==> src/design/cpu_fetch_pkg.sv <==
package cpu_fetch_pkg;

	// Widths with a meaning of their own
	typedef logic [31:0] word_t;
	typedef logic [7:0] fetch_tag_t;
	typedef logic [5:0] icache_index_t;
	typedef logic [23:0] icache_tag_t;

	// First fetch address after reset
	localparam word_t RESET_VECTOR = 32'h0000_0100;

	// Direct mapped, one word per line, indexed by pc[7:2]
	localparam int ICACHE_LINES = 64;

	// Major opcodes seen by the predecoder
	localparam logic [6:0] OPC_JAL = 7'b110_1111;
	localparam logic [6:0] OPC_JALR = 7'b110_0111;
	localparam logic [6:0] OPC_BRANCH = 7'b110_0011;
	localparam logic [6:0] OPC_SYSTEM = 7'b111_0011;

	// Complete system instruction words
	localparam word_t INSN_ECALL = 32'h0000_0073;
	localparam word_t INSN_WFI = 32'h1050_0073;
	localparam word_t INSN_MRET = 32'h3020_0073;

	// Fetch stage FSM
	typedef enum logic [1:0] {
		FETCH_WAIT_ICACHE,
		FETCH_WAIT_JUMP,
		FETCH_WAIT_IRQ
	} fetch_state_t;

	// Cache refill FSM
	typedef enum logic {
		ICACHE_LOOKUP,
		ICACHE_REFILL
	} icache_state_t;

endpackage
==> src/design/cpu_fetch_top.sv <==
module cpu_fetch_top (
	input logic i_clock,
	input logic i_reset,

	// Execute stage
	input logic i_jump,
	input cpu_fetch_pkg::word_t i_jump_pc,

	// Interrupt controller
	input logic i_irq_pending,
	input cpu_fetch_pkg::word_t i_irq_pc,
	output logic o_irq_dispatched,
	output cpu_fetch_pkg::word_t o_irq_epc,

	// Memory bus
	output logic o_bus_request,
	input logic i_bus_ready,
	output cpu_fetch_pkg::word_t o_bus_address,
	input cpu_fetch_pkg::word_t i_bus_rdata,

	// To decode
	input logic i_busy,
	output cpu_fetch_pkg::fetch_tag_t o_fetch_tag,
	output cpu_fetch_pkg::word_t o_fetch_instruction,
	output cpu_fetch_pkg::word_t o_fetch_pc
);

	cpu_fetch u_fetch (
		.i_clock(i_clock),
		.i_reset(i_reset),
		.i_jump(i_jump),
		.i_jump_pc(i_jump_pc),
		.i_irq_pending(i_irq_pending),
		.i_irq_pc(i_irq_pc),
		.o_irq_dispatched(o_irq_dispatched),
		.o_irq_epc(o_irq_epc),
		.o_bus_request(o_bus_request),
		.i_bus_ready(i_bus_ready),
		.o_bus_address(o_bus_address),
		.i_bus_rdata(i_bus_rdata),
		.i_busy(i_busy),
		.o_fetch_tag(o_fetch_tag),
		.o_fetch_instruction(o_fetch_instruction),
		.o_fetch_pc(o_fetch_pc)
	);

endmodule

==> src/design/cpu_fetch.sv <==
module cpu_fetch (
	input logic i_clock,
	input logic i_reset,
	input logic i_jump,
	input cpu_fetch_pkg::word_t i_jump_pc,
	input logic i_irq_pending,
	input cpu_fetch_pkg::word_t i_irq_pc,
	output logic o_irq_dispatched,
	output cpu_fetch_pkg::word_t o_irq_epc,
	output logic o_bus_request,
	input logic i_bus_ready,
	output cpu_fetch_pkg::word_t o_bus_address,
	input cpu_fetch_pkg::word_t i_bus_rdata,
	input logic i_busy,
	output cpu_fetch_pkg::fetch_tag_t o_fetch_tag,
	output cpu_fetch_pkg::word_t o_fetch_instruction,
	output cpu_fetch_pkg::word_t o_fetch_pc
);

	cpu_fetch_pkg::fetch_state_t state;
	cpu_fetch_pkg::word_t pc;
	logic last_pending;

	logic icache_ready;
	cpu_fetch_pkg::word_t icache_rdata;
	logic icache_stall;

	logic is_control;
	logic is_trap_wait;

	logic irq_edge;
	logic take_word;
	logic dispatch_normal;
	logic dispatch_wait;

	// Cache only serves while fetch waits on it
	assign icache_stall = i_busy || (state != cpu_fetch_pkg::FETCH_WAIT_ICACHE);

	cpu_icache u_icache (
		.i_clock(i_clock),
		.i_reset(i_reset),
		.i_pc(pc),
		.i_stall(icache_stall),
		.o_ready(icache_ready),
		.o_rdata(icache_rdata),
		.o_bus_request(o_bus_request),
		.o_bus_address(o_bus_address),
		.i_bus_ready(i_bus_ready),
		.i_bus_rdata(i_bus_rdata)
	);

	cpu_predecode u_predecode (
		.i_instruction(icache_rdata),
		.o_is_control(is_control),
		.o_is_trap_wait(is_trap_wait)
	);

	assign irq_edge = i_irq_pending && !last_pending;
	assign take_word = (state == cpu_fetch_pkg::FETCH_WAIT_ICACHE) && icache_ready;

	// Interrupts only between plain words, never right after a branch
	assign dispatch_normal = take_word && !is_control && !is_trap_wait && irq_edge;
	assign dispatch_wait = (state == cpu_fetch_pkg::FETCH_WAIT_IRQ) && irq_edge;

	always_ff @(posedge i_clock) begin
		if (i_reset) begin
			state <= cpu_fetch_pkg::FETCH_WAIT_ICACHE;
			pc <= cpu_fetch_pkg::RESET_VECTOR;
			o_fetch_tag <= '0;
			last_pending <= 1'b0;
			o_irq_dispatched <= 1'b0;
		end else begin
			o_irq_dispatched <= 1'b0;

			case (state)
				cpu_fetch_pkg::FETCH_WAIT_ICACHE: begin
					if (take_word) begin
						o_fetch_tag <= o_fetch_tag + 1'b1;

						// Advancing the pc starts the next lookup
						pc <= pc + 32'd4;

						if (is_control) begin
							state <= cpu_fetch_pkg::FETCH_WAIT_JUMP;
						end else if (is_trap_wait) begin
							state <= cpu_fetch_pkg::FETCH_WAIT_IRQ;
						end else begin
							last_pending <= i_irq_pending;
							if (dispatch_normal) begin
								o_irq_dispatched <= 1'b1;
								pc <= i_irq_pc;
							end
						end
					end
				end

				cpu_fetch_pkg::FETCH_WAIT_JUMP: begin
					// Execute resolves the target
					if (i_jump) begin
						pc <= i_jump_pc;
						state <= cpu_fetch_pkg::FETCH_WAIT_ICACHE;
					end
				end

				cpu_fetch_pkg::FETCH_WAIT_IRQ: begin
					last_pending <= i_irq_pending;
					if (dispatch_wait) begin
						o_irq_dispatched <= 1'b1;
						pc <= i_irq_pc;
						state <= cpu_fetch_pkg::FETCH_WAIT_ICACHE;
					end
				end

				default: begin
					state <= cpu_fetch_pkg::FETCH_WAIT_ICACHE;
				end
			endcase
		end
	end

	// Presented word and return address
	always_ff @(posedge i_clock) begin
		if (take_word) begin
			o_fetch_instruction <= icache_rdata;
			o_fetch_pc <= pc;
		end

		if (dispatch_normal) begin
			o_irq_epc <= pc + 32'd4;
		end else if (dispatch_wait) begin
			// pc already points past the ECALL/WFI
			o_irq_epc <= pc;
		end
	end

	a_single_dispatch: assert property (@(posedge i_clock) disable iff (i_reset)
		o_irq_dispatched |=> !o_irq_dispatched)
		else $error("interrupt dispatched in two consecutive cycles");

	a_tag_step: assert property (@(posedge i_clock) disable iff (i_reset)
		!$stable(o_fetch_tag) |->
			o_fetch_tag == cpu_fetch_pkg::fetch_tag_t'($past(o_fetch_tag) + 1'b1))
		else $error("fetch tag moved by other than one");

endmodule

==> src/design/cpu_icache.sv <==
module cpu_icache (
	input logic i_clock,
	input logic i_reset,
	input cpu_fetch_pkg::word_t i_pc,
	input logic i_stall,
	output logic o_ready,
	output cpu_fetch_pkg::word_t o_rdata,
	output logic o_bus_request,
	output cpu_fetch_pkg::word_t o_bus_address,
	input logic i_bus_ready,
	input cpu_fetch_pkg::word_t i_bus_rdata
);

	// Line storage
	cpu_fetch_pkg::word_t data_mem [cpu_fetch_pkg::ICACHE_LINES];
	cpu_fetch_pkg::icache_tag_t tag_mem [cpu_fetch_pkg::ICACHE_LINES];
	logic valid_mem [cpu_fetch_pkg::ICACHE_LINES];

	cpu_fetch_pkg::icache_state_t state;
	logic sweeping;
	cpu_fetch_pkg::icache_index_t sweep_index;

	// Registered lookup of the pc
	cpu_fetch_pkg::word_t lookup_pc;
	cpu_fetch_pkg::word_t lookup_data;
	cpu_fetch_pkg::icache_tag_t lookup_tag;
	logic lookup_valid;

	cpu_fetch_pkg::icache_index_t pc_index;
	cpu_fetch_pkg::icache_index_t refill_index;
	cpu_fetch_pkg::icache_tag_t refill_tag;
	logic lookup_current;
	logic lookup_hit;
	logic refill_start;
	logic refill_done;

	assign pc_index = i_pc[7:2];
	assign refill_index = o_bus_address[7:2];
	assign refill_tag = o_bus_address[31:8];

	// Lookup result belongs to the pc fetch is presenting now
	assign lookup_current = (lookup_pc == i_pc) && !sweeping && (state == cpu_fetch_pkg::ICACHE_LOOKUP);
	assign lookup_hit = lookup_valid && (lookup_tag == lookup_pc[31:8]);

	// No new refill is started while stalled
	assign refill_start = lookup_current && !lookup_hit && !i_stall;
	assign refill_done = (state == cpu_fetch_pkg::ICACHE_REFILL) && i_bus_ready;

	assign o_ready = lookup_current && lookup_hit && !i_stall;
	assign o_rdata = lookup_data;
	assign o_bus_request = (state == cpu_fetch_pkg::ICACHE_REFILL);

	// Arrays; the sweep owns the valid bits after reset
	always_ff @(posedge i_clock) begin
		if (sweeping) begin
			valid_mem[sweep_index] <= 1'b0;
		end else if (refill_done) begin
			data_mem[refill_index] <= i_bus_rdata;
			tag_mem[refill_index] <= refill_tag;
			valid_mem[refill_index] <= 1'b1;
		end
	end

	// Lookup payload, bypassed with the bus word at the end of a refill
	always_ff @(posedge i_clock) begin
		if (refill_done) begin
			lookup_pc <= o_bus_address;
			lookup_data <= i_bus_rdata;
			lookup_tag <= refill_tag;
		end else begin
			lookup_pc <= i_pc;
			lookup_data <= data_mem[pc_index];
			lookup_tag <= tag_mem[pc_index];
		end
	end

	// Miss address, held for the whole bus request
	always_ff @(posedge i_clock) begin
		if (state == cpu_fetch_pkg::ICACHE_LOOKUP && refill_start) begin
			o_bus_address <= {i_pc[31:2], 2'b00};
		end
	end

	always_ff @(posedge i_clock) begin
		if (i_reset) begin
			state <= cpu_fetch_pkg::ICACHE_LOOKUP;
			sweeping <= 1'b1;
			sweep_index <= '0;
			lookup_valid <= 1'b0;
		end else begin
			if (refill_done) begin
				lookup_valid <= 1'b1;
			end else begin
				lookup_valid <= valid_mem[pc_index] && !sweeping;
			end

			// One line per cycle, 64 cycles in all
			if (sweeping) begin
				sweep_index <= sweep_index + 1'b1;
				if (sweep_index == cpu_fetch_pkg::icache_index_t'(cpu_fetch_pkg::ICACHE_LINES - 1)) begin
					sweeping <= 1'b0;
				end
			end

			case (state)
				cpu_fetch_pkg::ICACHE_LOOKUP: begin
					if (refill_start) begin
						state <= cpu_fetch_pkg::ICACHE_REFILL;
					end
				end
				cpu_fetch_pkg::ICACHE_REFILL: begin
					// ready is a single pulse, request drops next cycle
					if (i_bus_ready) begin
						state <= cpu_fetch_pkg::ICACHE_LOOKUP;
					end
				end
				default: begin
					state <= cpu_fetch_pkg::ICACHE_LOOKUP;
				end
			endcase
		end
	end

	a_request_held: assert property (@(posedge i_clock) disable iff (i_reset)
		o_bus_request && !i_bus_ready |=> o_bus_request && $stable(o_bus_address))
		else $error("bus request dropped or address changed before ready");

	// Ready word matches its stored line
	a_ready_line_match: assert property (@(posedge i_clock) disable iff (i_reset)
		o_ready |-> valid_mem[pc_index] && (tag_mem[pc_index] == i_pc[31:8])
			&& (data_mem[pc_index] == o_rdata))
		else $error("cache ready with a word that does not match its line");

endmodule

==> src/design/cpu_predecode.sv <==
module cpu_predecode (
	input cpu_fetch_pkg::word_t i_instruction,
	output bit o_is_control,
	output bit o_is_trap_wait
);

	logic [6:0] opcode;
	logic is_jal;
	logic is_jalr;
	logic is_branch;
	logic is_system;
	logic is_mret;
	logic is_ecall;
	logic is_wfi;

	assign opcode = i_instruction[6:0];

	// Opcode classes
	assign is_jal = (opcode == cpu_fetch_pkg::OPC_JAL);
	assign is_jalr = (opcode == cpu_fetch_pkg::OPC_JALR);
	assign is_branch = (opcode == cpu_fetch_pkg::OPC_BRANCH);
	assign is_system = (opcode == cpu_fetch_pkg::OPC_SYSTEM);

	// System words must match in full, funct and register fields included
	assign is_mret = is_system && (i_instruction == cpu_fetch_pkg::INSN_MRET);
	assign is_ecall = is_system && (i_instruction == cpu_fetch_pkg::INSN_ECALL);
	assign is_wfi = is_system && (i_instruction == cpu_fetch_pkg::INSN_WFI);

	// Anything whose successor is decided by execute
	assign o_is_control = is_jal || is_jalr || is_branch || is_mret;

	// Fetch parks until an interrupt edge
	assign o_is_trap_wait = is_ecall || is_wfi;

endmodule

==> config.mk <==
export PLATFORM = sky130hd
export DESIGN_NAME = cpu_fetch_top
export DESIGN_NICKNAME = d
export VERILOG_FILES = /design/src/design/cpu_fetch_pkg.sv /design/src/design/cpu_fetch_top.sv /design/src/design/cpu_fetch.sv /design/src/design/cpu_icache.sv /design/src/design/cpu_predecode.sv
export SDC_FILE = /design/constraint.sdc
export NUM_CORES = 2
export LEC_CHECK = 0
export ABC_CLOCK_PERIOD_IN_PS = 16550
export BUFFER_PORTS_ARGS = -buffer_cell sky130_fd_sc_hd__buf_2
export CAP_MARGIN = 20
export CORE_MARGIN = 1.5
export CORE_UTILIZATION = 25
export CTS_CLUSTER_SIZE = 24
export DETAILED_ROUTE_END_ITERATION = 6
export GPL_TIMING_DRIVEN = 0
export PLACE_DENSITY = 0.38
export SYNTH_ARGS = -nofsm -noshare
export SYNTH_HDL_FRONTEND = slang
export SYNTH_SLANG_ARGS = --single-unit
==> constraint.sdc <==
create_clock -name i_clock -period 16.55 [get_ports i_clock]
set_input_delay 3.31 -clock i_clock [delete_from_list [all_inputs] [get_ports i_clock]]
set_output_delay 3.31 -clock i_clock [all_outputs]
set_load 0.03 [all_outputs]
* Word-level counts from Yosys, hierarchy flattened
Memories as Yosys holds them, arrays and structs flattened. A register that Yosys moved wholly into a read port is not among the register bits.
Cells that the tools add are included.
** Storage, ports and cells
- Flip-flop bits (word level) :: 267
- Bits in writable memories :: 3648
- Input bits :: 102
- Output and inout bits :: 138
- Logic and storage cells :: 130
- Memories :: 3
** Memory list
- u_fetch.u_icache.data_mem :: depth 64, bits a word 32, rd ports 1, clocked after memory_dff 1, write ports 1, RTL line cpu_icache.sv:15 : cpu_fetch_pkg::word_t data_mem [cpu_fetch_pkg::ICACHE_LINES];
- u_fetch.u_icache.tag_mem :: depth 64, bits a word 24, rd ports 1, clocked after memory_dff 1, write ports 1, RTL line cpu_icache.sv:16 : cpu_fetch_pkg::icache_tag_t tag_mem [cpu_fetch_pkg::ICACHE_LINES];
- u_fetch.u_icache.valid_mem :: depth 64, bits a word 1, rd ports 1, clocked after memory_dff 1, write ports 1, RTL line cpu_icache.sv:17 : logic valid_mem [cpu_fetch_pkg::ICACHE_LINES];
** Operators by class
- Add/sub/neg operators :: 3
- Equal/unequal tests :: 18
- Muxes and demuxes :: 48
- Bitwise logic cells :: 1
- Reductions and logical operators :: 40
** Operators with widths (number)
- two-way mux 32 bit :: 10
- case mux 32 bit (3 select lines) :: 1
- two-way mux 6 bit :: 7
- adder 32 x 3 -> 32 bit (second input constant) :: 1
- equality test 32 x 29 -> 1 bit (second input constant) :: 1
- equality test 32 x 30 -> 1 bit (second input constant) :: 1
- equality test 32 bit :: 1
- equality test 32 x 7 -> 1 bit (second input constant) :: 1
- equality test 7 bit (second input constant) :: 4
- equality test 24 bit :: 1
- two-way mux 24 bit :: 1
- two-way mux 1 bit :: 20
- logical AND 1 bit :: 19
- AND reduction 4 bit :: 3
- two-way mux 2 bit :: 5
- adder 8 x 1 -> 8 bit (second input constant) :: 1
- adder 6 x 1 -> 6 bit (second input constant) :: 1
- equality test 6 bit (second input constant) :: 1
- zero test 1 bit :: 6
- != test 2 bit (second input constant) :: 3
- case mux 1 bit (2 select lines) :: 3
- case mux 2 bit (3 select lines) :: 1
- nonzero test 2 bit :: 3
- logical OR 1 bit :: 5
- 9 further kinds :: 10

* Logic depth before layout (Yosys ltp)
- Depth after elaboration :: 16
- Gate-level depth with buffers :: 12
- Gate-level depth less buffers :: 10

* By module
Synthesis repeated with hierarchy kept, for this count alone.
** Second synthesis, totals
- Cells, all modules :: 6729
- Area, all modules :: 149995.1 um2
** By module, submodules not included
- cpu_icache :: instances 1, cells each 6138, area an instance 143261.1 um2, seq. area each 112387.8 um2
- cpu_fetch :: instances 1, cells each 575, area an instance 6590.1 um2, seq. area each 3763.6 um2
- cpu_predecode :: instances 1, cells each 16, area an instance 143.9 um2, seq. area each 0.0 um2

* Worst setup path before layout
No wires, ideal clock.
- Kind :: input port to flip-flop
- Start point :: input port i_bus_ready
- End point :: memory u_fetch.u_icache.data_mem[56][0] in the netlist's numbering, enable pin
- Library setup time :: 0.538 ns
- Data arrival time :: 8.175 ns
- Required time :: 16.012 ns
- Path slack :: 7.836 ns
- Stages on the path :: 7
- Path buffers :: 2
- Path through :: and2_1 > clkbuf_1 > nand2_1 > clkbuf_1 > nor2_1 > nand4_1 > nor3_1
** On the way
- Word-level cells in the longest chain between the ends :: 4
** Ends and longest elaborated chain
- start, declared :: RTL line cpu_fetch_top.sv:17 : input logic i_bus_ready,
- logical AND 1 bit :: RTL line cpu_icache.sv:47 : assign refill_done = (state == cpu_fetch_pkg::ICACHE_REFILL) && i_bus_ready;
- two-way mux 1 bit :: RTL line cpu_icache.sv:57 : end else if (refill_done) begin
- two-way mux 1 bit :: RTL line cpu_icache.sv:55 : if (sweeping) begin
- two-way mux 1 bit (implied by the code) :: RTL line cpu_icache.sv:58 : data_mem[refill_index] <= i_bus_rdata;
- end, declared :: RTL line cpu_icache.sv:15
Every way passes these cells.

* Final worst setup path
- Start point :: input port i_bus_ready
- End point :: memory u_fetch.u_icache.tag_mem[54][3] in the netlist's numbering, enable pin
** On the way
- Word-level cells in the longest chain between the ends :: 4
** Ends and longest elaborated chain
- logical AND 1 bit :: RTL line cpu_icache.sv:47
- two-way mux 1 bit :: RTL line cpu_icache.sv:57
- two-way mux 1 bit :: RTL line cpu_icache.sv:55
- two-way mux 1 bit (implied by the code) :: RTL line cpu_icache.sv:59 : tag_mem[refill_index] <= refill_tag;
- end, declared :: RTL line cpu_icache.sv:16
Every way passes these cells.

==> impl_table.tex <==
\begin{tabular}{lr}
\hline
Metric & Value \\
\hline
\multicolumn{2}{l}{\textbf{Clock tree}} \\
\quad Number of buffers between clock root and the deepest sink & 4 \\
\quad Post-cts repair resize count & 0 \\
\quad CTS tree & yes \\
\quad Post-CTS clock slew at the launch and capture registers of the worst setup and hold paths & 0.07 ns \\
\quad \# clock sinks & about 3900 \\
\quad Post-CTS setup repair buffer count & 0 \\
\quad Number of H-tree levels & 5 \\
\quad Total CTS buffers & $\sim$440 \\
\quad Clock insertion delay at the later pin of the skew report & roughly 1 ns \\
\quad CTS Hold Buffers Added & 0 \\
\quad Buffer type at the clock tree root & sky130\_fd\_sc\_hd\_\_clkbuf\_16 \\
\multicolumn{2}{l}{\textbf{Logic synthesis}} \\
\quad Adder-cell area share of the yosys netlist & less than 1\% \\
\quad Part of the Yosys area used for sequential elements & 77.5\% \\
\quad Number of cells produced by synthesis & roughly 6500 \\
\quad Synthesized area divided by synthesized cell count & approximately 23 sq um \\
\quad Synth Area in Simple Gates & approximately 1.9\% \\
\quad Number of synthesized register bits & 3921 \\
\quad Mux share of post-synthesis cell area & 18.0\% \\
\quad Synth Cell Area & around 150000 sq um \\
\quad Dominant synthesized flop cell & sky130\_fd\_sc\_hd\_\_edfxtp\_1 \\
\quad Async set-or-reset flop fraction in the synthesized netlist & 0\% \\
\quad Main combinational cell family by area after synthesis & multiplexers \\
\quad Post-synthesis share of cell area spent on xor and xnor gates & less than 1\% \\
\quad Unique cell type count in the Yosys netlist & between 50 and 60 \\
\quad Count of flip-flops with a built-in enable after synthesis & around 3800 \\
\quad Synth Area in Compound Gates & less than 1\% \\
\quad YS warnings & 0 \\
\multicolumn{2}{l}{\textbf{Setup path}} \\
\quad CP required & 17.23 ns \\
\quad Crit path cell chain & buf\_2, and2\_1, clkbuf\_1, nand2\_1, clkbuf\_1, nor2\_1, nand3\_1, nor2\_4, buf\_16, buf\_12, buf\_12, buf\_16 \\
\quad Flop-to-flop setup slack & between 10 and 15 ns \\
\quad Class of the most critical setup path & primary input to register \\
\quad Cell with the largest stage delay on the worst path & sky130\_fd\_sc\_hd\_\_nor2\_4 \\
\quad Peak per-stage delay on the critical path & 0.77 ns \\
\quad Signal arrival time at the worst endpoint & about 7.2 ns \\
\quad Crit path buf inv count & 7 \\
\quad Sort of element at the start of the critical path & primary input \\
\quad CP top delay family & simple AND/OR/NAND/NOR gates \\
\quad Worst setup EP type & register \\
\quad Count of cells along the worst register-to-register path & 8 \\
\quad Reg2Reg Launch Point & u\_fetch.u\_icache.o\_rdata[3]\$\_DFF\_P\_ \\
\quad Critical R2R Capture & u\_fetch.o\_irq\_epc[1]\$\_DFFE\_PP\_ \\
\quad Highest fanout seen on the critical path & 11 \\
\multicolumn{2}{l}{\textbf{Final layout}} \\
\quad Number of cells in the finished layout apart from fillers & $\sim$16000 \\
\quad Total area of multi-input combinational cells & 32700 sq um \\
\quad Count of nets after finishing & 7661 \\
\quad Share of post-route cells with drive strength above 1 & roughly a third \\
\quad Fillers & 57307 \\
\quad Sequential cell area in the final layout & 116000 sq um \\
\quad Area added between synthesis and finish & 22.7\% \\
\quad Finished Cell Area & $\sim$180000 sq um \\
\quad Final core utilization & between 30\% and 40\% \\
\multicolumn{2}{l}{\textbf{Routing}} \\
\quad Mean routed wirelength per cell & $\sim$32 um \\
\quad DRC marker count from the first detailed-route iteration & about 7700 \\
\quad Post-DRT Antenna Nets & 0 \\
\quad Total Routed Length & 517000 um \\
\quad Total DRC errors in the routed layout & 0 \\
\quad Count of vias placed by the detailed router & approximately 74000 \\
\quad First drt pass iteration count & 7 \\
\quad Vias/cell & 4.67 \\
\multicolumn{2}{l}{\textbf{Timing}} \\
\quad Achievable frequency & $\sim$150 MHz \\
\quad Final Hold Viols & 0 \\
\quad Worst slew pin tran & between 1 and 1.5 ns \\
\quad Setup repair after global routing missed its margin & false \\
\quad Final cycle utilization of the critical path & 39.6\% \\
\quad Final Max Tran Viols & 0 \\
\quad Max transition margin & a little over a fifth \\
\quad Final setup violating endpoints & 0 \\
\quad Final Critical Period & 6.56 ns \\
\quad Max Clock Skew & 0.0588 ns \\
\multicolumn{2}{l}{\textbf{Placed design}} \\
\quad IO buf count & $\sim$240 \\
\quad RD Place Congestion & 0.773 \\
\quad Total instance count after detailed placement & 15077 \\
\quad Cell Area, Placed & 169000 sq um \\
\quad DPL Wire Length & between 300000 and 400000 um \\
\multicolumn{2}{l}{\textbf{Die}} \\
\quad CORE AREA & about 600000 sq um \\
\quad Area enclosed by the die boundary & between 600000 and 700000 sq um \\
\quad Die boundary width & 778 um \\
\quad Initial core utilization & between 20\% and 30\% \\
\quad Number of rows created at floorplan & about 280 \\
\quad Floorplan die height & a little under 800 um \\
\quad Number of I/O pins & 240 \\
\multicolumn{2}{l}{\textbf{Hold path}} \\
\quad Path category of the worst min-delay check & register to register \\
\quad Hold Path Cell Cnt & 0 \\
\quad Hold worst-path end & u\_fetch.o\_fetch\_instruction[12]\$\_DFFE\_PN\_ \\
\quad Origin of the worst min-delay path & u\_fetch.u\_icache.o\_rdata[12]\$\_DFF\_P\_ \\
\multicolumn{2}{l}{\textbf{Job}} \\
\quad Number of max-cap violations & 0 \\
\multicolumn{2}{l}{\textbf{Pwr}} \\
\quad Max VDD drop & about 0.000091 V \\
\quad Leakage Power & between 50 and 60 nW \\
\quad Power Dens Cells & 111 nW/um\^{}2 \\
\multicolumn{2}{l}{\textbf{Global routing}} \\
\quad Vias in the first global route & around 77000 \\
\quad Largest net degree at the start of global routing & 70 \\
\quad Number of antenna violations at the first check in global routing & between 40 and 50 \\
\quad Global routing usage summed across all routing layers & 16.7\% \\
\quad Total congestion overflow & 0 \\
\quad Global-route wire length before repair & 692000 um \\
\multicolumn{2}{l}{\textbf{Run status}} \\
\quad Status & finished, final reports clean \\
\hline
\end{tabular}
## worst max path at each step
| stage | to | slack, ns | startpoint | depth (start not counted) |
|---|---|---|---|---|
| 3_5_place_dp | u_fetch.u_icache.tag_mem[54][4]$_DFFE_PP_ | 9.02 | i_bus_ready | 12 |
| 3_3_place_gp | u_fetch.u_icache.data_mem[56][20]$_DFFE_PP_ | -0.76 | i_bus_ready | 8 |
| 6_report | u_fetch.u_icache.tag_mem[54][3]$_DFFE_PP_ | 9.99 | i_bus_ready | 12 |
| 5_1_grt | u_fetch.u_icache.tag_mem[54][3]$_DFFE_PP_ | 9.90 | i_bus_ready | 12 |
| 4_1_cts | u_fetch.u_icache.tag_mem[54][3]$_DFFE_PP_ | 10.09 | i_bus_ready | 12 |
| 2_1_floorplan | u_fetch.u_icache.data_mem[56][0]$_DFFE_PP_ | 7.84 | i_bus_ready | 7 |
## report_power, final
part	switching, mW	internal [mW]	total [mW]
registers	0.00116	10.8	10.8
clock network	4.10	5.41	9.51
logic	0.0978	0.0270	0.125
## worst reg2reg max path, stage by stage (launching register included)
cell                       delay [ns]
sky130_fd_sc_hd__dfxtp_2         0.57
sky130_fd_sc_hd__nor4_1          0.89
sky130_fd_sc_hd__nand4_1         0.29
sky130_fd_sc_hd__a211oi_2        0.69
sky130_fd_sc_hd__o21ai_2         0.44
sky130_fd_sc_hd__nand4_2         0.36
sky130_fd_sc_hd__buf_2           0.35
sky130_fd_sc_hd__buf_2           0.40
sky130_fd_sc_hd__nand2_2         0.61
## sequential cells by signal, summed over array words and instances (netlist names), named ones only
signal,flops
u_fetch.u_icache.lookup_pc,32
u_fetch.u_icache.lookup_valid,1
u_fetch.last_pending,1
u_fetch.u_icache.o_bus_address,30
u_fetch.u_icache.sweeping,1
u_fetch.o_fetch_tag,8
u_fetch.u_icache.o_bus_request,1
u_fetch.u_icache.o_rdata,32
u_fetch.u_icache.valid_mem,64
u_fetch.u_icache.tag_mem,1536
u_fetch.pc,32
u_fetch.state,2
u_fetch.o_fetch_instruction,32
u_fetch.u_icache.data_mem,2048
u_fetch.o_irq_epc,32
u_fetch.u_icache.lookup_tag,24
u_fetch.u_icache.sweep_index,6
u_fetch.o_irq_dispatched,1
u_fetch.o_fetch_pc,32
## layout make-up
cell class / instances / share of cell area [%]
sequential: 3921 / 63.2
multi-input combinational: 2163 / 17.8
clock buffer: 547 / 6.40
tap: 8008 / 5.44
timing repair buffer: 647 / 5.20
clock inverter: 269 / 1.14
buffer: 360 / 0.836
inverter: 16 / 0.0326
antenna: 14 / 0.0190
## cells in the final DEF, fill, tap and decap left out, types with 8 or more instances in the layout
master,n
sky130_fd_sc_hd__mux4_2,1187
sky130_fd_sc_hd__o21ai_1,15
sky130_fd_sc_hd__xor2_1,52
sky130_fd_sc_hd__clkinv_1,123
sky130_fd_sc_hd__clkinv_2,89
sky130_fd_sc_hd__a21o_1,13
sky130_fd_sc_hd__nor2_4,62
sky130_fd_sc_hd__a32o_1,23
sky130_fd_sc_hd__and3_1,15
sky130_fd_sc_hd__buf_6,21
sky130_fd_sc_hd__dfxtp_1,146
sky130_fd_sc_hd__buf_1,45
sky130_fd_sc_hd__nor4_1,13
sky130_fd_sc_hd__or3_1,16
sky130_fd_sc_hd__buf_12,226
sky130_fd_sc_hd__nand4_1,22
sky130_fd_sc_hd__clkbuf_16,452
sky130_fd_sc_hd__buf_2,323
sky130_fd_sc_hd__buf_16,95
sky130_fd_sc_hd__inv_1,14
sky130_fd_sc_hd__mux2_2,10
sky130_fd_sc_hd__xnor2_1,70
sky130_fd_sc_hd__clkbuf_2,36
sky130_fd_sc_hd__nand2_1,313
sky130_fd_sc_hd__and4_1,8
sky130_fd_sc_hd__nor2_1,138
sky130_fd_sc_hd__buf_8,68
sky130_fd_sc_hd__diode_2,14
sky130_fd_sc_hd__o21ai_0,15
sky130_fd_sc_hd__bufinv_16,24
sky130_fd_sc_hd__and2_1,9
sky130_fd_sc_hd__edfxtp_1,3774
sky130_fd_sc_hd__clkbuf_8,12
sky130_fd_sc_hd__a21oi_1,21
sky130_fd_sc_hd__clkbuf_1,269
sky130_fd_sc_hd__a22oi_1,27
sky130_fd_sc_hd__mux2i_1,19
sky130_fd_sc_hd__nand3_1,26
## synth_stat cells, types with 6 or more instances
| library cell | count | share of area (%) |
|---|---|---|
| sky130_fd_sc_hd__nor2b_1 | 6 | 0.025 |
| sky130_fd_sc_hd__xor2_1 | 52 | 0.30 |
| sky130_fd_sc_hd__mux2i_1 | 19 | 0.13 |
| sky130_fd_sc_hd__buf_2 | 82 | 0.27 |
| sky130_fd_sc_hd__inv_1 | 14 | 0.035 |
| sky130_fd_sc_hd__nand3_1 | 26 | 0.087 |
| sky130_fd_sc_hd__o21ai_1 | 16 | 0.053 |
| sky130_fd_sc_hd__a32o_1 | 23 | 0.15 |
| sky130_fd_sc_hd__mux2_2 | 10 | 0.075 |
| sky130_fd_sc_hd__a21o_1 | 13 | 0.065 |
| sky130_fd_sc_hd__nor2_1 | 200 | 0.50 |
| sky130_fd_sc_hd__or3_1 | 16 | 0.067 |
| sky130_fd_sc_hd__ha_1 | 7 | 0.058 |
| sky130_fd_sc_hd__a22oi_1 | 27 | 0.14 |
| sky130_fd_sc_hd__edfxtp_1 | 3774 | 76 |
| sky130_fd_sc_hd__nand3b_1 | 7 | 0.035 |
| sky130_fd_sc_hd__xnor2_1 | 70 | 0.41 |
| sky130_fd_sc_hd__nand2b_1 | 6 | 0.025 |
| sky130_fd_sc_hd__and2_1 | 9 | 0.038 |
| sky130_fd_sc_hd__a21oi_1 | 21 | 0.070 |
| sky130_fd_sc_hd__nand2_1 | 314 | 0.79 |
| sky130_fd_sc_hd__o21ai_0 | 15 | 0.050 |
| sky130_fd_sc_hd__and4_1 | 8 | 0.047 |
| sky130_fd_sc_hd__nor4_1 | 13 | 0.054 |
| sky130_fd_sc_hd__buf_1 | 50 | 0.13 |
| sky130_fd_sc_hd__nor3_1 | 10 | 0.033 |
| sky130_fd_sc_hd__o21bai_1 | 7 | 0.035 |
| sky130_fd_sc_hd__mux4_2 | 1187 | 18 |
| sky130_fd_sc_hd__and3_1 | 15 | 0.063 |
| sky130_fd_sc_hd__clkbuf_1 | 223 | 0.56 |
| sky130_fd_sc_hd__dfxtp_1 | 147 | 2.0 |
| sky130_fd_sc_hd__nand4_1 | 22 | 0.092 |
## per-stage QoR
| step | hold slack (ns) | worst slack [ns] | TNS, ns | total power [mW] |
|---|---|---|---|---|
| 6_report | 0.449 | 9.99 | 0 | 20.4 |
| 5_1_grt | 0.475 | 9.90 | 0 | 21.0 |
| 4_1_cts | 0.454 | 10.09 | 0 | 20.7 |
| 3_5_place_dp | 0.440 | 9.02 | 0 | 11.1 |
| 3_3_place_gp | 0.430 | -0.757 | -59.62 | 11.1 |
| 2_1_floorplan | 0.401 | 7.84 | 0 | 11.0 |
## cells by family (layout without fill, tap and decap cells)
family,Yosys count,after routing
AND/OR/NAND/NOR,662,662
AO/OA/AOI/OAI,152,152
buffers and inverters,376,1839
flip-flops,3921,3921
other,1,16
XOR/XNOR,122,122
adder cells (fa/ha/maj),7,7
multiplexers,1218,1218
## routing by layer
| layer | wire length [um] | up-vias | share of wire (%) | GRT usage [%] |
|---|---|---|---|---|
| met5 | 84 | - | 0.016 | 0 |
| met4 | 10700 | 12 | 2.1 | 3.32 |
| met3 | 27200 | 615 | 5.3 | 2.63 |
| met2 | 253000 | 2412 | 49 | 28.3 |
| met1 | 226000 | 41641 | 44 | 22.9 |
| li1 | - | 29709 | - | - |
Note: power is estimated with default switching activity, not from simulation.
